## config.mk

```make
export PLATFORM = sky130hd
export DESIGN_NAME = dmem_fault_regs
export DESIGN_NICKNAME = d
export VERILOG_FILES = /design/src/common/dmem_pkg.sv /design/src/verilog/dmem_fault_regs.sv
export SDC_FILE = /design/constraint.sdc
export NUM_CORES = 1
export LEC_CHECK = 0
export BUFFER_PORTS_ARGS = -buffer_cell sky130_fd_sc_hd__buf_4
export CAP_MARGIN = 10
export CELL_PAD_IN_SITES_DETAIL_PLACEMENT = 0
export CELL_PAD_IN_SITES_GLOBAL_PLACEMENT = 2
export CORE_AREA = 8 8 116 118
export DETAILED_ROUTE_END_ITERATION = 7
export DIE_AREA = 0 0 124 126
export PLACE_DENSITY_LB_ADDON = 0.25
export SLEW_MARGIN = 40
export SYNTH_ARGS = -nofsm -noshare
export SYNTH_HDL_FRONTEND = slang
export SYNTH_SLANG_ARGS = --single-unit
```

## constraint.sdc

```tcl
create_clock -name i_clk -period 1.4 [get_ports i_clk]
set_input_delay 0.28 -clock i_clk [delete_from_list [all_inputs] [get_ports i_clk]]
set_output_delay 0.28 -clock i_clk [all_outputs]
set_load 0.02 [all_outputs]
```

## src/common/dmem_pkg.sv

```systemverilog
// data memory shared definitions

package dmem_pkg;

  //////////////////////////////////////////////////
  // widths with a meaning
  //////////////////////////////////////////////////

  localparam int IDX_W = 16;                  // word index bits carried in a ram command.

  typedef logic [63:0] addr_t;                // byte address of a request.
  typedef logic [63:0] xdata_t;               // register-width data.
  typedef logic [7:0]  byte_mask_t;           // one enable per byte lane.
  typedef logic [2:0]  memop_t;               // memory-operation code.
  typedef logic [2:0]  lane_t;                // byte offset inside a word.
  typedef logic [7:0]  fault_cnt_t;           // saturating fault count.
  typedef logic [IDX_W-1:0] word_idx_t;       // 64-bit word index.

  // operation codes, width in bits [2:1], code 7 is illegal
  localparam memop_t MEMOP_LB  = 3'b000;      // byte, signed.
  localparam memop_t MEMOP_LBU = 3'b001;      // byte, unsigned.
  localparam memop_t MEMOP_LH  = 3'b010;      // half, signed.
  localparam memop_t MEMOP_LHU = 3'b011;      // half, unsigned.
  localparam memop_t MEMOP_LW  = 3'b100;      // word, signed.
  localparam memop_t MEMOP_LWU = 3'b101;      // word, unsigned.
  localparam memop_t MEMOP_LD  = 3'b110;      // doubleword.

  localparam fault_cnt_t FAULT_CNT_MAX = 8'hff; // count sticks here.

  //////////////////////////////////////////////////
  // block to block bundles
  //////////////////////////////////////////////////

  typedef struct packed {
    logic       en;                           // access the ram this cycle.
    logic       we;                           // write under mask.
    word_idx_t  index;                        // word index, low bits used.
    byte_mask_t mask;                         // lanes to write.
    xdata_t     wdata;                        // lane-aligned store data.
  } ram_cmd_t;

  typedef struct packed {
    logic   valid;                            // accepted load.
    memop_t memop;                            // width and sign.
    lane_t  offset;                           // first byte lane.
  } load_tag_t;

  typedef struct packed {
    logic  valid;                             // request was rejected.
    addr_t addr;                              // its address.
  } fault_evt_t;

endpackage

```

## src/verilog/dmem_fault_regs.sv

```systemverilog
// access fault status registers

module dmem_fault_regs
  import dmem_pkg::*;
(
  input  logic       i_clk,
  input  logic       i_rst_n,
  input  fault_evt_t i_evt,                   // rejected request this cycle.
  input  logic       i_clr,                   // clear strobe, beats a fault.
  output logic       o_fault,
  output addr_t      o_fault_addr,
  output fault_cnt_t o_fault_cnt
);

  logic       flag_q;                         // sticky fault flag.
  addr_t      addr_q;                         // first fault address.
  fault_cnt_t cnt_q;                          // saturating count.

  //////////////////////////////////////////////////
  // status update
  //////////////////////////////////////////////////

  always_ff @(posedge i_clk) begin
    if (!i_rst_n) begin
      flag_q <= 1'b0;
      addr_q <= '0;
      cnt_q  <= '0;
    end else if (i_clr) begin
      flag_q <= 1'b0;                         // clear wins over a fault.
      addr_q <= '0;
      cnt_q  <= '0;
    end else if (i_evt.valid) begin
      flag_q <= 1'b1;
      if (!flag_q) begin
        addr_q <= i_evt.addr;                 // keep the first one only.
      end
      if (cnt_q != FAULT_CNT_MAX) begin
        cnt_q <= cnt_q + 1'b1;                // stops at 255.
      end
    end
  end

  assign o_fault      = flag_q;
  assign o_fault_addr = addr_q;
  assign o_fault_cnt  = cnt_q;

endmodule

```

==> impl_metrics.sql <==
INSERT INTO impl_metrics (metric_group, metric, value, unit) VALUES
('sta', 'final_min_period_over_clock_period', '92.7', '%'),
('clock_network', 'cts_max_path_buffers', '2', ''),
('synth', 'synth_top_area_cell', 'dfxtp_1', ''),
('layout', 'final_nets', '535', ''),
('floorplan', 'number_of_top_level_pins', '141', ''),
('sta', 'final.min_clock_period', '1300', 'ps'),
('global_route', 'grt_pass1_vias', '2603', ''),
('floorplan', 'die_w', '124', 'microns'),
('critical_path', 'critical_path.top_delay_family', 'flip-flops', ''),
('route', 'drt_drc', '0', ''),
('synth', 'synth_area_per_cell', '8.21', 'sq um'),
('critical_path', 'critical-path-slowest-cell', 'dfxtp_1', ''),
('sta', 'max_freq', '770', 'MHz'),
('synth', 'yosys-top-cells-area', 'dfxtp_1, nand2_1, a21oi_1, buf_8, buf_2', ''),
('critical_path', 'cp_cell_sequence', 'buf_4', ''),
('clock_network', 'clk_lat_worst_skew', '330', 'ps'),
('synth', 'syn_area', '0.00271', 'sq mm'),
('sta', 'setup_tns_after_final_layout', '0', 'ps'),
('sta', 'unrepaired_setup_endpoints_after_global_routing', 'no', ''),
('clock_network', 'cts_hold_buffers', '0', ''),
('sta', 'report.final.hold_viol_count', '0', ''),
('worst_hold_path', 'holdCritPathClass', 'input port to flip-flop', ''),
('global_route', 'grt_overflow_total', '0', ''),
('critical_path', 'worst_ep_required_time', '1120', 'ps'),
('clock_network', 'cts.repair_timing.setup_buffer_count', '0', ''),
('critical_path', 'reg2reg_slack', '120', 'ps'),
('layout', 'areaGrowthSynthToFinish', '55.1', '%'),
('pwr', 'power.leakage', '1.83', 'nW'),
('global_route', 'initial_antenna_violation_count', '0', ''),
('route', 'via_count_normalized_by_instance_count', '4.30', ''),
('sta', 'worst_clock_skew', '9.77', 'ps'),
('critical_path', 'timing.reg2reg.worst_path_depth', '4', ''),
('sta', 'tightestPinTransition', '382', 'ps'),
('clock_network', 'h-tree-depth', '3', ''),
('worst_hold_path', 'holdCritStartpoint', 'i_evt[1]', ''),
('placement', 'post-dp-hpwl', '6430', 'microns'),
('critical_path', 'startpoint_type_of_the_worst_setup_path', 'flip-flop', ''),
('critical_path', 'critPathArrivalTime', '1020', 'ps'),
('route', 'initialDrtViolationCount', '109', ''),
('floorplan', 'die_height', '126', 'microns'),
('clock_network', 'cts-resized-gates', '0', ''),
('critical_path', 'critical_path_peak_fanout', '9', ''),
('route', 'wl', '8990', 'microns'),
('floorplan', 'die-area', '0.0156', 'sq mm'),
('critical_path', 'rr_startpoint', 'o_fault_cnt[0]', ''),
('synth', 'number_of_enable_type_register_cells_in_the_synthesized_netlist', '0', ''),
('clock_network', 'cts.reportedPaths.clkPinSlew', '60', 'ps'),
('route', 'drt-wirelength-per-cell', '14.6', 'microns'),
('synth', 'ys_seq_elements', '73', ''),
('critical_path', 'critical_path.reg2reg.endpoint', 'o_fault_cnt[1]', ''),
('worst_hold_path', 'timing.hold.worst_path_depth', '3', ''),
('synth', 'number_of_distinct_standard_cells_referenced_by_the_synthesized_netlist', '26', ''),
('critical_path', 'cp_num_buf_inv', '1', ''),
('sta', 'finalMaxSlewViolations', '0', ''),
('layout', 'post_route_cells_drive_above_1_share', '35.7', '%'),
('status', 'status', 'finished, final reports clean', ''),
('clock_network', 'numClockSinks', '73', ''),
('synth', 'yosysWarningCount', '0', ''),
('layout', 'diodes', '0', ''),
('synth', 'netlist_instances', '330', ''),
('synth', 'synthDominantCellAreaShare', '53.9', '%'),
('pwr', 'irDropWorstVdd', '0.430', 'mV'),
('critical_path', 'category_of_the_most_critical_setup_path', 'flip-flop to output pin', ''),
('synth', 'syn_nets', '399', ''),
('placement', 'io_buffer_count', '140', ''),
('synth', 'synthFlopType', 'dfxtp_1', ''),
('sta', 'slew_headroom', '74.5', '%'),
('global_route', 'maximum_number_of_pins_on_one_net_before_global_route_repair', '41', ''),
('floorplan', 'fp-row-count', '40', ''),
('pwr', 'power_per_cell_area', '1240', 'mW/mm^2'),
('floorplan', 'placeableCoreArea', '0.0117', 'sq mm');
## state kept, by name (all words and copies together), names as in the netlist
name / cells
o_fault_addr: 64
o_fault_cnt: 8
o_fault: 1
## power by group
group | switching, W | internal [W]
Clock | 0.000880 | 0.00160
Combinational | 0.000302 | 0.000277
Sequential | 0.0000318 | 0.00214
## metrics by stage
step | utilization [%] | hold slack (ps) | power [W] | worst slack [ps]
after floorplan | - | 416 | 0.00251 | 31.1
after global placement | 33.1 | 443 | 0.00281 | 108
after detailed placement | 33.1 | 448 | 0.00281 | 111
after CTS | 35.9 | 184 | 0.00534 | 96.9
after global routing | 35.9 | 185 | 0.00546 | 18.6
final | 35.9 | 194 | 0.00523 | 102
## final cells by class
class	instances	area, sq um
Multi-Input combinational cell	233	1070
Clock inverter	5	80.1
Timing Repair Buffer	149	1170
Clock buffer	10	239
Fill cell	1313	7510
Sequential cell	73	1460
Tap cell	147	184
## kinds of logic after synthesis
| logic type | synth area share [%] |
|---|---|
| AO/OA/AOI/OAI | 15.1 |
| adder cells (fa/ha/maj) | 0.462 |
| buffers and inverters | 6.88 |
| flip-flops | 53.9 |
| multiplexers | 0.739 |
| AND/OR/NAND/NOR | 22.9 |
## layer usage
| layer | global-route usage [%] | vias up | part of all wire, % |
|---|---|---|---|
| li1 | - | 1354 | - |
| met3 | 4.65 | 4 | 9.1 |
| met4 | 3.15 | 0 | 0.63 |
| met2 | 18.5 | 76 | 48 |
| met5 | 0 | - | 0 |
| met1 | 13.3 | 1217 | 42 |
## cells in the final DEF (no fill, tap or decap), drive strengths merged, types with 2 or more instances in the layout
master    netlist  final
nand4           3      3
a211oi          2      2
nand2b          3      3
buf            18    149
and4            2      2
mux2i           2      2
a21oi          67     67
nor3            5      5
nand2         133    133
dfxtp          73     73
nor2            2      2
a31oi           4      4
clkbuf          6     10
clkinvlp        0      2
bufinv          0      2
## worst max path at each step
stage,startpoint,end,slack (ps),depth (start not counted)
after floorplan,o_fault_cnt[0],o_fault_cnt[5],30,4
after global placement,o_fault_cnt[0],o_fault_cnt[5],110,4
after detailed placement,o_fault_cnt[0],o_fault_cnt[5],110,4
after CTS,o_fault_cnt[2],o_fault_cnt[2],100,1
after global routing,o_fault_cnt[2],o_fault_cnt[2],20,1
final,o_fault_cnt[2],o_fault_cnt[2],100,1
## worst register-to-register path: cells and delay by family, from the launching register on
family	cells	cell delay (ps)
flip-flops	1	350
AND/OR/NAND/NOR	1	240
adder cells (fa/ha/maj)	1	220
multiplexers	1	210
AO/OA/AOI/OAI	1	200
No activity file was read; power rests on OpenSTA's default activity.
