[config.mk]
export PLATFORM = sky130hd
export DESIGN_NAME = lsu_access_decode
export DESIGN_NICKNAME = d
export VERILOG_FILES = /design/src/common/dmem_pkg.sv /design/src/lsu/lsu_access_decode.sv
export SDC_FILE = /design/constraint.sdc
export NUM_CORES = 1
export LEC_CHECK = 0
export BUFFER_PORTS_ARGS = -buffer_cell sky130_fd_sc_hd__buf_2
export CAP_MARGIN = 20
export CORE_AREA = 4 4 114 116
export DETAILED_ROUTE_END_ITERATION = 10
export DIE_AREA = 0 0 118 120
export GPL_TIMING_DRIVEN = 0
export PLACE_DENSITY = 0.56
export SLEW_MARGIN = 20
export SYNTH_ARGS = -nofsm -noshare
export SYNTH_HDL_FRONTEND = slang
export SYNTH_SLANG_ARGS = --single-unit
[constraint.sdc]
create_clock -name vclk -period 1.5
set_input_delay 0.225 -clock vclk [all_inputs]
set_output_delay 0.225 -clock vclk [all_outputs]
set_load 0.02 [all_outputs]
[src/common/dmem_pkg.sv]
// data memory shared definitions

package dmem_pkg;

  //////////////////////////////////////////////////
  // widths with a meaning
  //////////////////////////////////////////////////

  localparam int IDX_W = 16;                  // word index bits carried in a ram command.

  typedef logic [63:0] addr_t;                // byte address of a request.
  typedef logic [63:0] xdata_t;               // register-width data.
  typedef logic [7:0]  byte_mask_t;           // one enable per byte lane.
  typedef logic [2:0]  memop_t;               // memory-operation code.
  typedef logic [2:0]  lane_t;                // byte offset inside a word.
  typedef logic [7:0]  fault_cnt_t;           // saturating fault count.
  typedef logic [IDX_W-1:0] word_idx_t;       // 64-bit word index.

  // operation codes, width in bits [2:1], code 7 is illegal
  localparam memop_t MEMOP_LB  = 3'b000;      // byte, signed.
  localparam memop_t MEMOP_LBU = 3'b001;      // byte, unsigned.
  localparam memop_t MEMOP_LH  = 3'b010;      // half, signed.
  localparam memop_t MEMOP_LHU = 3'b011;      // half, unsigned.
  localparam memop_t MEMOP_LW  = 3'b100;      // word, signed.
  localparam memop_t MEMOP_LWU = 3'b101;      // word, unsigned.
  localparam memop_t MEMOP_LD  = 3'b110;      // doubleword.

  localparam fault_cnt_t FAULT_CNT_MAX = 8'hff; // count sticks here.

  //////////////////////////////////////////////////
  // block to block bundles
  //////////////////////////////////////////////////

  typedef struct packed {
    logic       en;                           // access the ram this cycle.
    logic       we;                           // write under mask.
    word_idx_t  index;                        // word index, low bits used.
    byte_mask_t mask;                         // lanes to write.
    xdata_t     wdata;                        // lane-aligned store data.
  } ram_cmd_t;

  typedef struct packed {
    logic   valid;                            // accepted load.
    memop_t memop;                            // width and sign.
    lane_t  offset;                           // first byte lane.
  } load_tag_t;

  typedef struct packed {
    logic  valid;                             // request was rejected.
    addr_t addr;                              // its address.
  } fault_evt_t;

endpackage

[src/lsu/lsu_access_decode.sv]
// load store request decode

module lsu_access_decode
  import dmem_pkg::*;
(
  input  logic       i_req,                   // request strobe.
  input  logic       i_wr,                    // store when set.
  input  memop_t     i_memop,
  input  addr_t      i_addr,
  input  xdata_t     i_wdata,
  output ram_cmd_t   o_cmd,
  output load_tag_t  o_tag,
  output fault_evt_t o_fault
);

  byte_mask_t base_mask;                      // mask at lane zero.
  lane_t      align_bits;                     // address bits that must be zero.
  lane_t      offset;                         // byte lane of the access.
  logic       op_ok;                          // code is 0 to 6.
  logic       legal;                          // code ok and aligned.
  logic       accept;                         // request goes to the ram.

  assign offset = i_addr[2:0];

  //////////////////////////////////////////////////
  // width from the operation code
  //////////////////////////////////////////////////

  always_comb begin
    op_ok      = 1'b1;
    base_mask  = '0;
    align_bits = '0;
    case (i_memop)
      MEMOP_LB, MEMOP_LBU: begin base_mask = 8'h01; align_bits = 3'b000; end // any address.
      MEMOP_LH, MEMOP_LHU: begin base_mask = 8'h03; align_bits = 3'b001; end // even.
      MEMOP_LW, MEMOP_LWU: begin base_mask = 8'h0f; align_bits = 3'b011; end // by four.
      MEMOP_LD:            begin base_mask = 8'hff; align_bits = 3'b111; end // by eight.
      default:             op_ok = 1'b0;      // code 7, no access.
    endcase
  end

  assign legal  = op_ok && ((offset & align_bits) == '0);
  assign accept = i_req && legal;

  //////////////////////////////////////////////////
  // command, tag and fault bundles
  //////////////////////////////////////////////////

  always_comb begin
    o_cmd.en    = accept;
    o_cmd.we    = accept && i_wr;
    o_cmd.index = i_addr[IDX_W+2:3];          // word index from bit 3.
    o_cmd.mask  = (accept && i_wr) ? byte_mask_t'(base_mask << offset) : '0;
    o_cmd.wdata = i_wdata << {offset, 3'b000}; // move data into its lanes.

    o_tag.valid  = accept && !i_wr;           // only loads respond.
    o_tag.memop  = i_memop;
    o_tag.offset = offset;

    o_fault.valid = i_req && !legal;          // rejected request.
    o_fault.addr  = i_addr;
  end

endmodule

==> results of run 1 <==
-- per-layer routing --
layer  part of all wire  up-vias  track usage
met5                  0        -            0
met4              0.017        0      0.02930
met3              0.078       22      0.04713
met2               0.52      226       0.4039
met1               0.39     1801       0.2424
li1                   -     1714            -
-- layout make-up --
type                            instances  area share
Inverter                                2    0.001649
Timing Repair Buffer                  251      0.3091
Tap cell                              147     0.03463
Multi-Input combinational cell        229      0.4495
Buffer                                118      0.2052
-- stage by stage --
step	util	instance area, µm²	total power, µW	hold slack [ns]
3_3_place_gp	0.3602	4290	1696	0.6703
5_1_grt	0.4459	5311	2240	0.6708
4_1_cts	0.4132	4922	1950	0.6688
6_report	0.4459	5311	2125	0.6675
2_1_floorplan	-	2955	1136	0.4870
3_5_place_dp	0.3602	4290	1713	0.6690
-- what timing repair did --
action / in CTS / in global routing
hold endpoints to repair: 0 / 0
endpoints found under the setup margin: 76 / 53
gates cloned: 6 / 1
pin swaps: 9 / 5
gates resized for setup: 111 / 89
hold buffers: 0 / 0
setup buffers: 12 / 2
-- layout by cell type (no fill, tap or decap), types with 4 or more instances in the layout --
master,instances
nor3_2,5
a211oi_2,6
a2bb2oi_2,6
o21a_1,4
mux2i_2,9
buf_4,123
nand2_2,9
o22ai_2,7
mux2i_1,39
buf_2,191
nor2_1,17
and2_1,16
nor3_1,4
mux2_4,8
and2b_1,4
buf_6,30
o21ai_2,4
nand2_1,10
o22ai_1,7
buf_12,12
a2bb2oi_1,8
o31ai_2,4
mux4_2,18
buf_16,7
-- cells in the mapped netlist, types with 6 or more instances --
master     count
a211oi_1       7
a2bb2oi_1     14
and2_1        19
buf_2         16
buf_4         89
buf_6          8
mux2_2         9
mux2i_1       49
mux4_2        18
nand2_1       21
nor2_1        18
nor3_1         9
o22ai_1       17
o31ai_1        6
-- how the worst max path moves through the flow --
stage / from / endpoint / slack (ns) / cells past startpoint
after global routing: i_addr[1] / o_cmd[53] / -0.08 / 6
after detailed placement: i_addr[2] / o_cmd[32] / -0.42 / 6
final: i_addr[1] / o_cmd[53] / -0.06 / 6
after floorplan: i_addr[2] / o_cmd[24] / -0.12 / 5
after CTS: i_addr[1] / o_cmd[52] / -0.08 / 8
after global placement: i_addr[2] / o_cmd[32] / -0.44 / 6
-- where the power goes --
group | internal, µW | switching [µW] | leakage (µW)
logic | 1030 | 1100 | 0.00271
registers | 0 | 0 | 0
clock network | 0 | 0 | 0
total | 1030 | 1100 | 0.00271
-- cell families after synthesis --
logic type	after synthesis	synth area share
and+or+nand+nor	84	0.1517
muxes	77	0.3527
AOI/OAI and AO/OA	68	0.1813
buffers and inverters	121	0.3143
==> metrics, run 1 <==
status complete, but fails checks; failing checks negative setup slack; Highest Clock Rate 0.6421 GHz; Chip Height 120 µm; setup TNS -0.4913 ns; final slew viol count 0; YS warnings 0; Worst path slowest cell mux4_2; Congestion Overflow GR 0; Worst Hold Endpoint o_fault[22]; Routed Antenna Nets 0; vias 3763; IO Port Bufs 230; critical path peak fanout 7; Final Hold Vio Count 0; pin count of the biggest net entering global routing 11; library cells used by synthesis 41; Leak 0.002714 µW; DP HPWL 11.66 mm; Arr. time, crit path 1.33 ns; Filler Cells Inserted 1199; min Tclk post-route 1.557 ns; post-synthesis area per instance 8.201 µm²; Layout clock buffers 0; Critical Path RT 1.27 ns; Initial DRC Count 130; startpoint types primary input; Max-cap violations 0; initial core utilization 0.2410; Worst Path Buf+Inv 4; number of global-route vias before repair 3974; area grow syn2layout 85.05%; cell area after synthesis 2870 µm²; Placer Congestion 0.7694; routed length per instance 21.95 µm; # DRC 0; post-route insts no fill 747; Setup CP Type primary input to output pin; final worst setup slack -0.05734 ns; post-synth top area share 0.2328; Seq cells 0; Die Footprint 14160 µm²; first-pass GRT wire length 23.60 mm; final WL 16.40 mm; register area 0 µm²; hold path startpoint i_addr[22]; Placed Cells 727; PwrDens 400.2 nW/µm²; sequential area share after synthesis 0; FP Rows 40; initial antenna violation count 0; Slew @ Worst Pin 0.4356 ns; share of post-route cells with drive strength above 1 0.7900; most used cell, CP buf_12; RSZ-0062 raised after global routing true; delay-heaviest family, CP multiplexers; ant diodes 0; # IOs 295; setup violators final 21; router iterations before antenna repair 4; pre-CTS setup slack -0.4165 ns; die span in x 118 µm; gate count after technology mapping 350; top cells by area, synth buf_4, mux2i_1, mux4_2; hold depth 2; Core Box Area 11910 µm²; Via density 5.037; Critical Path, Cell by Cell buf_12 > buf_12 > buf_12 > mux4_2 > mux2_4 > buf_6; Overall Global Routing Usage 0.2103; maximum VDD drop 158.0 µV; final period utilization 1.038; CP max stage delay 0.29 ns; Worst Hold Class primary input to output pin; dominant cell type by area after synthesis buf_4; Final nets 735; syn nets 483; Multi-input gate area 2387 µm²; Worst setup EP type output pin; Rel. slew slack 0.7096
Power figures use the tool's default switching activity.
==> run 2: changes to the inputs <==
- BUFFER_PORTS_ARGS: -buffer_cell sky130_fd_sc_hd__buf_2 -> -buffer_cell sky130_fd_sc_hd__clkbuf_2
- SLEW_MARGIN: 20 -> not set
==> run 2 against run 1 <==
  * The flow still finishes with violations (negative setup slack)
  * Final cell count grew 1.1%
  * Utilization grew 1.4 points
  * Maximum frequency shrank 1.5%
  * Clock-buffer cell count is the same
  * Combinational power grew 2%
  * Critical path depth is the same
  * Hold slack gained 0.0072 ns
  * Die area is the same
  * Power grew 2.2%
  * Global-route usage shrank 0.16 points
  * Highest routed layer unchanged
  * Wire length grew 1.2%
  * Sequential share of layout area is the same
==> metrics, run 2 (synthesis gave the netlist of run 1 again) <==
Seq cells 0; final WL 16.59 mm; Final Util 0.4598; Via density 5.001; number of global-route vias before repair 4028; Worst Hold Class primary input to output pin; Critical Path, Cell by Cell buf_12 > buf_12 > buf_12 > mux4_2 > mux2_4 > buf_8; setup violators final 25; initial antenna violation count 0; PwrDens 396.7 nW/µm²; pre-CTS setup slack -0.4243 ns; ant diodes 0; Initial DRC Count 151; Max-cap violations 0; RSZ-0062 raised after global routing true; Rel. slew slack 0.7458; Layout clock buffers 0; Placer Congestion 0.7685; router iterations before antenna repair 4; CP max stage delay 0.29 ns; Setup CP Type primary input to output pin; first-pass GRT wire length 23.52 mm; Routed Antenna Nets 0; area grow syn2layout 90.80%; Final nets 743; Leak 0.002809 µW; final slew viol count 0; CTS Hold Bufs 0; pin count of the biggest net entering global routing 11; Arr. time, crit path 1.36 ns; Slew @ Worst Pin 0.3813 ns; Chip Height 120 µm; routed length per instance 21.97 µm; initial core utilization 0.2410; CP Launch Point i_addr[1]; Placed Cells 727; FP Rows 40; most used cell, CP buf_12; status complete, but fails checks; final worst setup slack -0.08127 ns; worst hold slack 0.6747 ns; critical path peak fanout 7; Congestion Overflow GR 0; vias 3776; Setup crit end o_cmd[53]; # DRC 0; Critical Path RT 1.27 ns; Die Footprint 14160 µm²; most frequent cells in the layout clkbuf_2, buf_4, mux2i_1; failing checks negative setup slack; post-route insts no fill 755; # IOs 295; min Tclk post-route 1.581 ns; IO Port Bufs 230; die span in x 118 µm; final period utilization 1.054; commonest non-fill, non-tap cell in the layout clkbuf_2; Overall Global Routing Usage 0.2088; Worst setup EP type output pin; startpoint types primary input; Filler Cells Inserted 1199; register area 0 µm²; maximum VDD drop 172.3 µV; share of post-route cells with drive strength above 1 0.7878; DP HPWL 11.75 mm; Core Box Area 11910 µm²; Highest Clock Rate 0.6324 GHz; Final Hold Vio Count 0; Worst path slowest cell mux4_2; Power, Total 2173 µW
==> run 2: cell types whose count changed in the layout (fill, tap and decap cells not counted), moves of 5 or more <==
| cell | change |
|---|---|
| clkbuf_2 | +183 |
| clkbuf_8 | +8 |
| buf_8 | +5 |
| nand2_1 | +7 |
| buf_2 | -181 |
| buf_6 | -9 |
| nand2_2 | -7 |
==> run 2: report_power, final <==
part           total (µW)  internal, µW  switching, µW
clock network           0             0              0
registers               0             0              0
logic                2170          1060           1110
total                2170          1060           1110
==> run 2: stage by stage <==
stage	TNS (ns)	cell area, µm²
floorplan	-0.7413	2955
global placement	-20.97	4290
detailed placement	-20.74	4290
CTS	-1.108	5035
global route	-1.733	5477
finish	-0.6488	5477
==> run 2: how the worst min path moves through the flow <==
stage,startpoint,endpoint,slack (ns),cells after the start
2_1_floorplan,i_wr,o_tag[6],0.49,1
3_3_place_gp,i_addr[14],o_cmd[83],0.68,2
3_5_place_dp,i_addr[18],o_fault[18],0.68,2
4_1_cts,i_addr[45],o_fault[45],0.68,2
5_1_grt,i_addr[56],o_fault[56],0.68,2
6_report,i_addr[32],o_fault[32],0.67,2
==> run 2: repair_timing <==
action / 4_1_cts / 5_1_grt
gates resized for setup: 135 / 112
cloned: 5 / 6
setup endpoints to repair: 76 / 63
setup buffers: 15 / 3
pin swaps: 8 / 10
==> run 2: critical path: cells and delay by family <==
family,cells,cell delay [ns]
mux,2,0.58
buf+inv,4,0.54
==> run 2: area by class of cell <==
cell class	instances	area [µm²]	share of cell area
Buffer	118	1110	0.2026
Inverter	2	8.758	0.001599
Timing Repair Buffer	259	1763	0.3219
Multi-Input combinational cell	229	2411	0.4403
Tap cell	147	183.9	0.03358
==> run 2: routing by layer <==
metal	up-vias	routed length (µm)	track usage	part of all wire
met3	25	1227	0.03299	0.074
met1	1812	6469	0.2485	0.39
met4	0	303	0.03810	0.018
met5	-	0	0	0
li1	1723	-	-	-
met2	216	8588	0.3971	0.52
==> run 3: changes to the inputs <==
- BUFFER_PORTS_ARGS: -buffer_cell sky130_fd_sc_hd__clkbuf_2 -> not set
- DONT_BUFFER_PORTS: not set -> 1
- PLACE_DENSITY: 0.56 -> 0.35
==> run 3 against run 2 <==
  * The run still ends with negative setup slack left
  * Maximum frequency rose by 4.3%
  * Hold slack worse by 0.19 ns
  * Cell area decreased by 21%
  * Clock-buffer cell count unchanged
  * Final cell count fell by 31%
  * Power fell by 18%
  * First-iteration DRC count decreased by 46%
  * Via count decreased by 24%
  * Critical path depth down 1
  * Largest cell class is now multi-input combinational cells
==> metrics, run 3 (synthesis gave the netlist of run 1 again) <==
status complete, but fails checks; failing checks negative setup slack; RSZ-0062 raised after global routing true; final worst setup slack -0.01597 ns; post-route insts no fill 523; Layout clock buffers 0; IO Port Bufs 0; ant diodes 0; Rel. slew slack 0.6820; commonest non-fill, non-tap cell in the layout buf_4; number of global-route vias before repair 3134; Via density 5.474; final WL 15.56 mm; worst hold slack 0.4893 ns; Placed Cells 497; Final Util 0.3649; CP max stage delay 0.35 ns; final slew viol count 0; Final Hold Vio Count 0; Chip Height 120 µm; register area 0 µm²; Overall Global Routing Usage 0.1981; Core Box Area 11910 µm²; router iterations before antenna repair 4; Initial DRC Count 82; pin count of the biggest net entering global routing 12; DP HPWL 11.28 mm; setup TNS -0.01597 ns; Critical Path RT 1.27 ns; final period utilization 1.011; area grow syn2layout 51.44%; # DRC 0; Slew @ Worst Pin 0.4733 ns; Placer Congestion 0.8031; most frequent cells in the layout buf_4, mux2i_1, mux4_2; Worst path slowest cell o31ai_4; Routed Antenna Nets 0; Arr. time, crit path 1.29 ns; PwrDens 411.3 nW/µm²; critical path peak fanout 7; Filler Cells Inserted 1230; die span in x 118 µm; Setup crit end o_cmd[59]; Highest Clock Rate 0.6596 GHz; CP Launch Point i_addr[1]; # IOs 295; Leak 0.001783 µW; Placement Cell Area 3139 µm²; maximum VDD drop 123.6 µV; Critical Path, Cell by Cell buf_12 > bufbuf_16 > mux2i_2 > and2_4 > o31ai_4; CTS Hold Bufs 0; share of post-route cells with drive strength above 1 0.7420; first-pass GRT wire length 21.46 mm; startpoint types primary input; setup violators final 1; Die Footprint 14160 µm²; Setup CP Type primary input to output pin; routed length per instance 29.74 µm; Worst Hold Class primary input to output pin; FP Rows 40; Max-cap violations 0; vias 2863; initial antenna violation count 0; Worst setup EP type output pin; Seq cells 0; Final Instance Area 4347 µm²; Congestion Overflow GR 0; initial core utilization 0.2410; min Tclk post-route 1.516 ns; hold path startpoint i_wr; Final nets 511
## run 3: per-stage QoR
stage	power (µW)	worst slack, ns
2_1_floorplan	1136	-0.1187
3_3_place_gp	1364	-0.7143
5_1_grt	1870	-0.04780
3_5_place_dp	1363	-0.7120
4_1_cts	1702	-0.04220
6_report	1788	-0.01597
## run 3: area by class of cell
cell class,instances,area [µm²],area share
multi-input combinational,229,2650,0.6097
buffer,118,1112,0.2559
timing repair buffer,27,390.4,0.08981
tap,147,183.9,0.04231
inverter,2,10.01,0.002303
## run 3: worst max-delay path, delay by kind of cell
kind,cells,cell delay (ns)
buffers and inverters,2,0.39
AOI/OAI and AO/OA,1,0.35
and+or+nand+nor,1,0.16
muxes,1,0.15
## run 3: repair_timing
item                                    CTS  global route
endpoints found under the setup margin   76            47
resized for setup                       165            30
pin swaps                                13            17
hold endpoints to repair                  0             0
setup buffers                             8            12
cloned                                    4             3
## run 3: worst min path at each step
stage,to,slack (ns),cells after the start
2_1_floorplan,o_tag[6],0.49,1
3_3_place_gp,o_tag[6],0.49,1
3_5_place_dp,o_tag[6],0.49,1
4_1_cts,o_tag[6],0.49,1
5_1_grt,o_tag[6],0.49,1
6_report,o_tag[6],0.49,1
## run 3: report_power, final
| part | internal (µW) | leakage [µW] | switching, µW | total [µW] |
|---|---|---|---|---|
| Combinational | 786 | 0.00178 | 1000 | 1790 |
| Sequential | 0 | 0 | 0 | 0 |
| Clock | 0 | 0 | 0 | 0 |
| Total | 786 | 0.00178 | 1000 | 1790 |
## run 3: routing by layer
layer,wire length (µm),GRT usage,vias to the layer above
li1,-,-,1262
met3,1518,0.07399,12
met1,5614,0.2185,1405
met5,0,0,-
met2,8158,0.3694,184
met4,263,0.02930,0
