## src/common/dmem_pkg.sv

```systemverilog
// data memory shared definitions

package dmem_pkg;

  //////////////////////////////////////////////////
  // widths with a meaning
  //////////////////////////////////////////////////

  localparam int IDX_W = 16;                  // word index bits carried in a ram command.

  typedef logic [63:0] addr_t;                // byte address of a request.
  typedef logic [63:0] xdata_t;               // register-width data.
  typedef logic [7:0]  byte_mask_t;           // one enable per byte lane.
  typedef logic [2:0]  memop_t;               // memory-operation code.
  typedef logic [2:0]  lane_t;                // byte offset inside a word.
  typedef logic [7:0]  fault_cnt_t;           // saturating fault count.
  typedef logic [IDX_W-1:0] word_idx_t;       // 64-bit word index.

  // operation codes, width in bits [2:1], code 7 is illegal
  localparam memop_t MEMOP_LB  = 3'b000;      // byte, signed.
  localparam memop_t MEMOP_LBU = 3'b001;      // byte, unsigned.
  localparam memop_t MEMOP_LH  = 3'b010;      // half, signed.
  localparam memop_t MEMOP_LHU = 3'b011;      // half, unsigned.
  localparam memop_t MEMOP_LW  = 3'b100;      // word, signed.
  localparam memop_t MEMOP_LWU = 3'b101;      // word, unsigned.
  localparam memop_t MEMOP_LD  = 3'b110;      // doubleword.

  localparam fault_cnt_t FAULT_CNT_MAX = 8'hff; // count sticks here.

  //////////////////////////////////////////////////
  // block to block bundles
  //////////////////////////////////////////////////

  typedef struct packed {
    logic       en;                           // access the ram this cycle.
    logic       we;                           // write under mask.
    word_idx_t  index;                        // word index, low bits used.
    byte_mask_t mask;                         // lanes to write.
    xdata_t     wdata;                        // lane-aligned store data.
  } ram_cmd_t;

  typedef struct packed {
    logic   valid;                            // accepted load.
    memop_t memop;                            // width and sign.
    lane_t  offset;                           // first byte lane.
  } load_tag_t;

  typedef struct packed {
    logic  valid;                             // request was rejected.
    addr_t addr;                              // its address.
  } fault_evt_t;

endpackage

```

## src/lsu/lsu_load_extend.sv

```systemverilog
// load data align and extend

module lsu_load_extend
  import dmem_pkg::*;
(
  input  logic      i_clk,
  input  logic      i_rst_n,
  input  load_tag_t i_tag,                    // tag in the request cycle.
  input  xdata_t    i_raw,                    // ram word, one cycle later.
  output logic      o_rvalid,
  output xdata_t    o_rdata
);

  logic   valid_q;                            // load in the ram stage.
  memop_t memop_q;                            // its width and sign.
  lane_t  offset_q;                           // its first lane.
  xdata_t shifted;                            // field moved to bit 0.

  //////////////////////////////////////////////////
  // tag pipe, in step with the ram read
  //////////////////////////////////////////////////

  always_ff @(posedge i_clk) begin
    if (!i_rst_n) begin
      valid_q <= 1'b0;
    end else begin
      valid_q <= i_tag.valid;
    end
  end

  always_ff @(posedge i_clk) begin
    memop_q  <= i_tag.memop;                  // payload, follows valid.
    offset_q <= i_tag.offset;
  end

  assign shifted = i_raw >> {offset_q, 3'b000};

  always_comb begin
    case (memop_q)
      MEMOP_LB:  o_rdata = {{56{shifted[7]}}, shifted[7:0]};    // sign copy.
      MEMOP_LBU: o_rdata = {56'd0, shifted[7:0]};               // zero fill.
      MEMOP_LH:  o_rdata = {{48{shifted[15]}}, shifted[15:0]};
      MEMOP_LHU: o_rdata = {48'd0, shifted[15:0]};
      MEMOP_LW:  o_rdata = {{32{shifted[31]}}, shifted[31:0]};
      MEMOP_LWU: o_rdata = {32'd0, shifted[31:0]};
      default:   o_rdata = shifted;           // doubleword passes.
    endcase
  end

  assign o_rvalid = valid_q;

endmodule

```

## config.mk

```make
export PLATFORM = sky130hd
export DESIGN_NAME = lsu_load_extend
export DESIGN_NICKNAME = d
export VERILOG_FILES = /design/src/common/dmem_pkg.sv /design/src/lsu/lsu_load_extend.sv
export SDC_FILE = /design/constraint.sdc
export NUM_CORES = 1
export LEC_CHECK = 0
export ABC_AREA = 1
export BUFFER_PORTS_ARGS = -buffer_cell sky130_fd_sc_hd__buf_2
export CAP_MARGIN = 10
export CORE_UTILIZATION = 30
export CTS_CLUSTER_SIZE = 12
export DETAILED_ROUTE_END_ITERATION = 8
export HOLD_SLACK_MARGIN = 0.06
export PLACE_DENSITY = 0.72
export SKIP_CTS_REPAIR_TIMING = 1
export SLEW_MARGIN = 0
export SYNTH_ARGS = -nofsm -noshare
export SYNTH_HDL_FRONTEND = slang
export SYNTH_SLANG_ARGS = --single-unit
```

## constraint.sdc

```tcl
create_clock -name i_clk -period 1.15 [get_ports i_clk]
set_input_delay 0.0575 -clock i_clk [delete_from_list [all_inputs] [get_ports i_clk]]
set_output_delay 0.0575 -clock i_clk [all_outputs]
set_load 0.02 [all_outputs]
```

==> flow_summary.json, run 1 <==
{
  "grt_usage": 0.243,
  "ys_seq_area_frac": 0.0562,
  "clockPowerShare": 0.124,
  "p_comb_frac": 0.774,
  "crit_chain": "inv_6, nand3_1, a21oi_1, nand3_4, buf_12, nand4_1, buf_4",
  "wire_per_inst_um": 15.6,
  "drv_slew": 0,
  "grt_pass1_wl_mm": 17.2,
  "ys_warn_count": 0,
  "synthCells": 505,
  "grt_max_degree": 41,
  "fillers": 814,
  "clk_pin_slew_ns": 0.04,
  "cp_top_family": "buffers and inverters",
  "met3_usage": 0.0252,
  "synth_xor_area_frac": 0,
  "start_util": 0.316,
  "place_area_mm2": 0.00363,
  "met1_usage": 0.294,
  "power.total_mw": 2.65,
  "p_int_mw": 1.33,
  "synth_mux_area_frac": 0.00401,
  "fp.dieArea_mm2": 0.00869,
  "cp-end-kind": "primary output",
  "relSlewSlack": 0.640,
  "crit_buf_inv": 3,
  "violations": "setup timing",
  "period_share": 1.60,
  "viasPerCell": 5.49,
  "drcViolationCount": 0,
  "status": "finished, violations left",
  "cp-start-kind": "flop",
  "criticalPathCategory": "reg -> out",
  "port_buffers": 137,
  "regArea_um2": 145,
  "ir_drop_v": 0.000734,
  "cts_sinks": 7,
  "antenna_found_initial": 0,
  "sw_frac_of_total": 0.499,
  "hold_path.class": "in -> reg",
  "switchingPower_mw": 1.32,
  "finalCriticalPeriod_ns": 1.84,
  "dr.pass1.iters": 5,
  "post-route-cell-area_mm2": 0.00413,
  "area_growth_pct": 65.4,
  "utilization": 0.523,
  "syn_area_mm2": 0.00249,
  "cp_max_fo": 16,
  "max_stage_delay_ns": 0.36,
  "dp_hpwl_mm": 8.62,
  "max_freq_mhz": 543,
  "p_per_area_mw_per_mm2": 641,
  "place.gp.congestion": 0.917,
  "cp_slowest_cell": "dfxtp_4",
  "crit_arrival_ns": 1.78,
  "p_leak_nw": 2.30,
  "final_cells": 768,
  "synthAdderAreaFrac": 0,
  "die_h_um": 93.2,
  "hold_violations": 0,
  "io_pins": 138,
  "cts_root_buf": "clkbuf_8",
  "grt_pass1_vias": 3840,
  "syn_area_per_cell_um2": 4.94,
  "rsz0062_at_grt": "true",
  "synth_compound_area_frac": 0.163,
  "numCtsBuffers": 3,
  "fin_tns_setup_ns": -38.46,
  "drv_cap": 0,
  "routed_wl_mm": 12.0,
  "multi_input_comb_area_mm2": 0.00218,
  "clockBufferDepth": 2,
  "power_frac_seq": 0.102,
  "h-tree-depth": 1,
  "busiest_layer": "met2",
  "drive_gt1_frac": 0.398,
  "met2_usage": 0.433,
  "dieWidth_um": 93.2,
  "core_mm2": 0.00789,
  "antenna_cells": 0,
  "syn_nets": 578,
  "required_ns": 1.09,
  "yosysUniqueCellTypes": 28,
  "synth_simple_gate_area_share": 0.631,
  "overflow": 0,
  "fin_ws_ns": -0.691,
  "ys_ff_latch": 7,
  "worst_pin_slew_ns": 0.535,
  "synth_top_family_by_area": "simple AND/OR/NAND/NOR gates",
  "drtAntennaViolNets": 0,
  "dp_cells": 748,
  "rows": 32,
  "cts_tree": "yes",
  "nets": 740,
  "vias": 4220,
  "setup_viol": 64,
  "drt_iter0_drc": 282
}
## state kept, by name, summed over array words and instances, names as in the netlist
name      cells
memop_q       3
o_rvalid      1
offset_q      3
## power groups by stage
stage / sequential, mW / combinational [mW] / clock (mW)
after floorplan: 0.271 / 1.15 / 0
after global placement: 0.273 / 1.79 / 0
after detailed placement: 0.274 / 1.81 / 0
after CTS: 0.270 / 1.81 / 0.339
after global routing: 0.272 / 2.20 / 0.359
final: 0.271 / 2.05 / 0.327
## kinds of logic (layout without fill, tap and decap cells)
family,count (synthesis),after routing
DFF,7,7
muxes,1,1
and+or+nand+nor,355,355
AOI/OAI and AO/OA,72,72
buffers and inverters,70,231
## cells in the final DEF (no fill, tap or decap), types with 6 or more instances in the layout
cell           count
a21oi_1            6
inv_1             18
buf_2            107
o21ai_1           33
nor2_1            21
nand4_1           33
o211ai_1          15
nand2_2           30
o21ai_0            6
buf_4             66
buf_12            10
nand3_2           10
dlygate4sd3_1      8
nand3_1           61
o21ai_2            6
nand2_1          187
buf_6              8
## synthesized netlist by cell type
cell | count | area [µm²]
buf_4 | 3 | 22.5
o21ai_0 | 13 | 65.1
buf_2 | 29 | 145
or2_1 | 1 | 6.26
dfxtp_1 | 7 | 140
clkbuf_1 | 6 | 22.5
inv_4 | 1 | 6.26
nand3_2 | 2 | 20.0
mux2i_1 | 1 | 10.0
nor3_2 | 1 | 10.0
a21boi_1 | 1 | 7.51
or2_2 | 4 | 25.0
nor2_1 | 21 | 78.8
buf_6 | 5 | 56.3
nor3_1 | 2 | 10.0
buf_1 | 4 | 15.0
o21bai_1 | 2 | 15.0
inv_1 | 18 | 67.6
nand4_1 | 33 | 206
o21ai_1 | 34 | 170
inv_2 | 3 | 11.3
o211ai_1 | 15 | 113
nand3_1 | 71 | 355
nand2_2 | 15 | 93.8
a21oi_1 | 6 | 30.0
nand2_1 | 205 | 769
o21a_1 | 1 | 7.51
buf_8 | 1 | 15.0
## worst paths after layout
path,start,endpoint,slack (ns),cells past startpoint
setup / recovery,offset_q[0]$_DFF_P_,o_rdata[61],-0.69,7
hold / removal,i_tag[0],offset_q[0]$_DFF_P_,0.47,2
## per-layer routing
layer	part of all wire	vias to the layer above
met5	0	-
met1	0.39	1908
met4	0.034	0
met3	0.086	36
li1	-	2012
met2	0.49	264
## per-stage QoR
step / setup slack, ns / hold slack [ns]
final: -0.691 / 0.472
after global routing: -0.789 / 0.469
after CTS: -0.668 / -0.0667
after detailed placement: -0.423 / 0.163
after global placement: -0.374 / 0.162
after floorplan: -0.236 / 0.0852
## layout make-up
class	count	area share
Clock buffer	4	0.0109
Inverter	22	0.0249
Multi-Input combinational cell	428	0.529
Sequential cell	7	0.0352
Tap cell	102	0.0309
Timing Repair Buffer	204	0.367
Timing Repair inverter	1	0.00212
Power figures use the tool's default switching activity.
==> inputs of run 2 (changes only) <==
--- a/config.mk
+++ b/config.mk
@@ -5,14 +5,12 @@
 export SDC_FILE = /design/constraint.sdc
 export NUM_CORES = 1
 export LEC_CHECK = 0
-export ABC_AREA = 1
 export BUFFER_PORTS_ARGS = -buffer_cell sky130_fd_sc_hd__buf_2
 export CAP_MARGIN = 10
 export CORE_UTILIZATION = 30
 export CTS_CLUSTER_SIZE = 12
 export DETAILED_ROUTE_END_ITERATION = 8
 export HOLD_SLACK_MARGIN = 0.06
-export PLACE_DENSITY = 0.72
 export SKIP_CTS_REPAIR_TIMING = 1
 export SLEW_MARGIN = 0
 export SYNTH_ARGS = -nofsm -noshare
==> run 2 against run 1 <==
- the run still ends with setup timing left
- utilization is 8.5 points higher
- clock-buffer cell count stayed put
- global-route usage is 2.6 points lower
- die area is 4.1% higher
- final cell count is 24% lower
- critical path depth increased by 1
- largest cell class unchanged
- highest routed layer unchanged
==> flow_summary.json, run 2 <==
{
  "status": "finished, violations left",
  "violations": "setup timing",
  "core_mm2": 0.00830,
  "crit_arrival_ns": 1.92,
  "p_per_area_mw_per_mm2": 619,
  "switchingPower_mw": 1.33,
  "clk_pin_slew_ns": 0.04,
  "post-route-cell-area_mm2": 0.00504,
  "async_flop_share": 0,
  "overflow": 0,
  "p_leak_nw": 2.40,
  "ir_drop_v": 0.000499,
  "max_freq_mhz": 506,
  "ys_ff_latch": 7,
  "required_ns": 1.09,
  "cp-start-kind": "flop",
  "io_pins": 138,
  "yosys.area.top_type": "mux4_2",
  "clockBufferDepth": 2,
  "start_util": 0.313,
  "dp_hpwl_mm": 8.14,
  "viasPerCell": 5.65,
  "cts_root_buf": "clkbuf_8",
  "area_growth_pct": 94.0,
  "die_h_um": 95.1,
  "syn_area_mm2": 0.00260,
  "met1_usage": 0.273,
  "dieWidth_um": 95.1,
  "wire_per_inst_um": 19.4,
  "synth_top_area_share": 0.303,
  "cts_tree": "yes",
  "fin_tns_setup_ns": -49.44,
  "clockPowerShare": 0.113,
  "ys.flop_type": "dfxtp_1",
  "multi_input_comb_area_mm2": 0.00253,
  "syn_nets": 339,
  "p_int_mw": 1.79,
  "busiest_layer": "met2",
  "ys_seq_area_frac": 0.0539,
  "drtAntennaViolNets": 0,
  "synth.area.top_cells": "mux4_2, mux2i_1, buf_6",
  "yosysMostFrequentCell": "nand2_1",
  "synthTopCellsByCount": "nand2_1, mux4_2, nand4_1",
  "drt_iter0_drc": 194,
  "grt_max_degree": 26,
  "met3_usage": 0.0351,
  "hold_path.class": "in -> reg",
  "criticalPathCategory": "reg -> out",
  "layout_commonest_cell": "buf_4",
  "ys_warn_count": 0,
  "rows": 33,
  "antenna_cells": 0,
  "grt_pass1_vias": 2994,
  "drive_gt1_frac": 0.729,
  "dp_worst_setup_slack_ns": -0.695,
  "h-tree-depth": 1,
  "finalCriticalPeriod_ns": 1.98,
  "drv_slew": 0,
  "cts_sinks": 7,
  "antenna_found_initial": 0,
  "cp_max_fo": 19,
  "period_share": 1.72,
  "sw_frac_of_total": 0.425,
  "power_frac_seq": 0.090,
  "cp-end-kind": "primary output",
  "vias": 3306,
  "yosysUniqueCellTypes": 37,
  "drcViolationCount": 0,
  "numCtsBuffers": 3,
  "final_cell_mix": "buf_4, buf_2, buf_6",
  "nets": 554,
  "port_buffers": 137,
  "regArea_um2": 149,
  "syn_area_per_cell_um2": 9.77,
  "routed_wl_mm": 11.4,
  "worst_pin_slew_ns": 0.272,
  "grt_pass1_wl_mm": 15.2,
  "met2_usage": 0.389,
  "place.gp.congestion": 0.892,
  "relSlewSlack": 0.813,
  "synth_edf_count": 0,
  "setup_viol": 64,
  "fin_ws_ns": -0.827,
  "place_area_mm2": 0.00403,
  "grt_usage": 0.217,
  "fp.dieArea_mm2": 0.00904,
  "whs_ns": 0.469,
  "fillers": 654,
  "drv_cap": 0,
  "dr.pass1.iters": 4,
  "p_comb_frac": 0.797,
  "synthCells": 266,
  "rsz0062_at_grt": "true",
  "hold_violations": 0
}
run 2: cell types whose count changed in the layout (fill, tap and decap cells not counted), sizes merged, moves of 7 or more:
cell / change
inv: -20
o211ai: -13
buf: +37
a22oi: +16
mux4: +35
mux2: +16
nand3: -53
o21ai: -38
mux2i: +19
nor2: -17
nand2: -183
o2bb2ai: +7
run 2: layout make-up:
| class | instances | area share |
|---|---|---|
| sequential | 7 | 0.0295 |
| multi-input combinational | 221 | 0.502 |
| timing repair buffer | 246 | 0.432 |
| inverter | 2 | 0.00149 |
| tap | 105 | 0.0260 |
| clock buffer | 4 | 0.00893 |
run 2: power by group through the flow:
stage | Sequential [mW] | Combinational, mW | Clock (mW)
global route | 0.282 | 2.62 | 0.384
floorplan | 0.274 | 1.24 | 0
finish | 0.281 | 2.49 | 0.354
global placement | 0.287 | 1.94 | 0
CTS | 0.284 | 1.97 | 0.353
detailed placement | 0.287 | 1.96 | 0
run 2: kinds of logic (layout without fill, tap and decap cells):
group / Yosys count / in the layout / share of synthesized area
DFF: 7 / 7 / 0.0539
muxes: 71 / 71 / 0.452
buffers and inverters: 38 / 252 / 0.112
and+or+nand+nor: 110 / 110 / 0.265
AOI/OAI and AO/OA: 40 / 40 / 0.117
run 2: worst max-delay path, stage by stage, from the launching register on:
cell and delay, ns:
dfxtp_4 0.38, buf_6 0.15, mux2i_2 0.15, a22oi_2 0.22
o2111ai_4 0.16, buf_12 0.18, buf_12 0.16, o21ai_1 0.10
buf_4 0.17
run 2: metal layers:
metal,wire length (µm),part of all wire,up-vias
met5,0,0,-
li1,-,-,1506
met4,142,0.012,0
met2,5980,0.53,168
met3,788,0.069,15
met1,4460,0.39,1617
run 2: path summary, 6_finish.rpt:
| path | cells past startpoint | slack (ns) | start | endpoint |
|---|---|---|---|---|
| setup / recovery | 8 | -0.83 | offset_q[1]$_DFF_P_ | o_rdata[12] |
| hold / removal | 2 | 0.47 | i_tag[3] | memop_q[0]$_DFF_P_ |
run 2: stage by stage:
step                      std cells  total power, mW  utilization
after floorplan                 266             1.51            -
after global placement          544             2.23        0.486
after detailed placement        544             2.25        0.486
after CTS                       548             2.61        0.491
after global routing            585             3.29        0.608
final                           585             3.12        0.608
==> inputs of run 3 (changes only) <==
--- a/config.mk
+++ b/config.mk
@@ -11,7 +11,6 @@
 export CTS_CLUSTER_SIZE = 12
 export DETAILED_ROUTE_END_ITERATION = 8
 export HOLD_SLACK_MARGIN = 0.06
-export SKIP_CTS_REPAIR_TIMING = 1
 export SLEW_MARGIN = 0
 export SYNTH_ARGS = -nofsm -noshare
 export SYNTH_HDL_FRONTEND = slang
==> run 3 against run 2 <==
- the flow still finishes with violations (setup timing)
- sequential share of layout area is 0.059 points lower
- combinational power is 4% higher
- critical path depth is 1 lower
- clock-buffer cell count stayed put
- worst setup slack better by 0.021 ns
- largest power group unchanged
==> flow_summary.json, run 3 (synthesized netlist as in run 2, its figures left out) <==
{
  "rsz0062_at_grt": "true",
  "crit_chain": "mux2i_2, a22oi_2, o2111ai_4, buf_12, buf_12, nand4_1, buf_6",
  "h-tree-depth": 1,
  "violations": "setup timing",
  "drt_iter0_drc": 209,
  "hold_violations": 0,
  "nets": 550,
  "cp-start-kind": "flop",
  "area_growth_pct": 98.0,
  "cpMostUsedCell": "buf_12",
  "antenna_cells": 0,
  "io_pins": 138,
  "cts_root_buf": "clkbuf_8",
  "overflow": 0,
  "routed_wl_mm": 11.8,
  "wire_per_inst_um": 20.2,
  "ir_drop_v": 0.000506,
  "cp_slowest_cell": "dfxtp_4",
  "vias": 3331,
  "status": "finished, violations left",
  "crit_buf_inv": 3,
  "met3_usage": 0.0439,
  "drv_cap": 0,
  "clockBufferDepth": 2,
  "p_per_area_mw_per_mm2": 624,
  "worst_pin_slew_ns": 0.312,
  "place.gp.congestion": 0.892,
  "final_cell_mix": "buf_2, buf_4, buf_6",
  "core_mm2": 0.00830,
  "criticalPathCategory": "reg -> out",
  "fillers": 668,
  "rows": 33,
  "grt_pass1_vias": 3374,
  "dieWidth_um": 95.1,
  "numCtsBuffers": 3,
  "crit_arrival_ns": 1.90,
  "viasPerCell": 5.73,
  "fp.dieArea_mm2": 0.00904,
  "met2_usage": 0.451,
  "setup_viol": 64,
  "layout_commonest_cell": "buf_2",
  "cp-end-kind": "primary output",
  "relSlewSlack": 0.792,
  "max_freq_mhz": 511,
  "clk_pin_slew_ns": 0.04,
  "dp_cells": 544,
  "cp_max_fo": 10,
  "post-route-cell-area_mm2": 0.00515,
  "drv_slew": 0,
  "period_share": 1.70,
  "start_util": 0.313,
  "hold_path.class": "in -> reg",
  "cp_top_family": "buffers and inverters",
  "cts_tree": "yes",
  "finalCriticalPeriod_ns": 1.96,
  "die_h_um": 95.1,
  "p_leak_nw": 2.44,
  "busiest_layer": "met2",
  "cts_sinks": 7,
  "drive_gt1_frac": 0.742,
  "fin_ws_ns": -0.806,
  "dp_worst_setup_slack_ns": -0.695,
  "dp_hpwl_mm": 8.14,
  "max_stage_delay_ns": 0.45,
  "dr.pass1.iters": 4,
  "drcViolationCount": 0,
  "port_buffers": 137,
  "grt_usage": 0.245,
  "required_ns": 1.09,
  "place_area_mm2": 0.00403,
  "final_cells": 581,
  "met1_usage": 0.291,
  "grt_max_degree": 26,
  "drtAntennaViolNets": 0,
  "grt_pass1_wl_mm": 17.0,
  "antenna_found_initial": 0
}
[run 3: changes by cell type in the layout (fill, tap and decap cells not counted), moves of 3 or more]
cell	change
buf_4	-18
buf_16	+5
o21ai_2	+6
clkbuf_16	-4
mux2_4	+3
nand4_2	+3
nand4_4	-3
buf_6	+20
buf_2	-7
o21ai_1	-4
[run 3: cell type report]
class | instances | area (µm²) | area share
Clock buffer | 4 | 45.0 | 0.00875
Inverter | 2 | 7.51 | 0.00146
Multi-Input combinational cell | 221 | 2530 | 0.491
Sequential cell | 7 | 149 | 0.0289
Tap cell | 105 | 131 | 0.0255
Timing Repair Buffer | 242 | 2290 | 0.444
[run 3: timing repair]
action,CTS,global route
gates cloned,6,5
buffers inserted,10,4
setup endpoints to repair,64,64
pin swaps,12,22
hold buffers,8,0
resized for setup,99,70
hold endpoints to repair,7,0
[run 3: metrics by stage]
stage	util	hold slack [ns]	power, mW	TNS (ns)
3_5_place_dp	0.486	0.162	2.25	-39.12
4_1_cts	0.573	0.457	2.96	-47.13
6_report	0.620	0.473	3.21	-48.30
3_3_place_gp	0.486	0.160	2.23	-37.55
2_1_floorplan	-	0.0852	1.51	-21.66
5_1_grt	0.620	0.470	3.38	-51.42
[run 3: per-layer routing]
metal,up-vias,part of all wire
met3,22,0.071
met2,186,0.53
met5,-,0
met1,1622,0.38
met4,0,0.021
li1,1501,-
[run 3: worst paths after layout]
path / from / to / cells past startpoint
worst min-delay path: i_tag[4] / memop_q[1]$_DFF_P_ / 2
worst max-delay path: offset_q[1]$_DFF_P_ / o_rdata[43] / 7
[run 3: power by group]
group	leakage, nW	internal [mW]	switching, mW	total, mW
clock network	0.0228	0.239	0.103	0.342
registers	0.0597	0.256	0.0252	0.281
logic	2.36	1.37	1.22	2.59
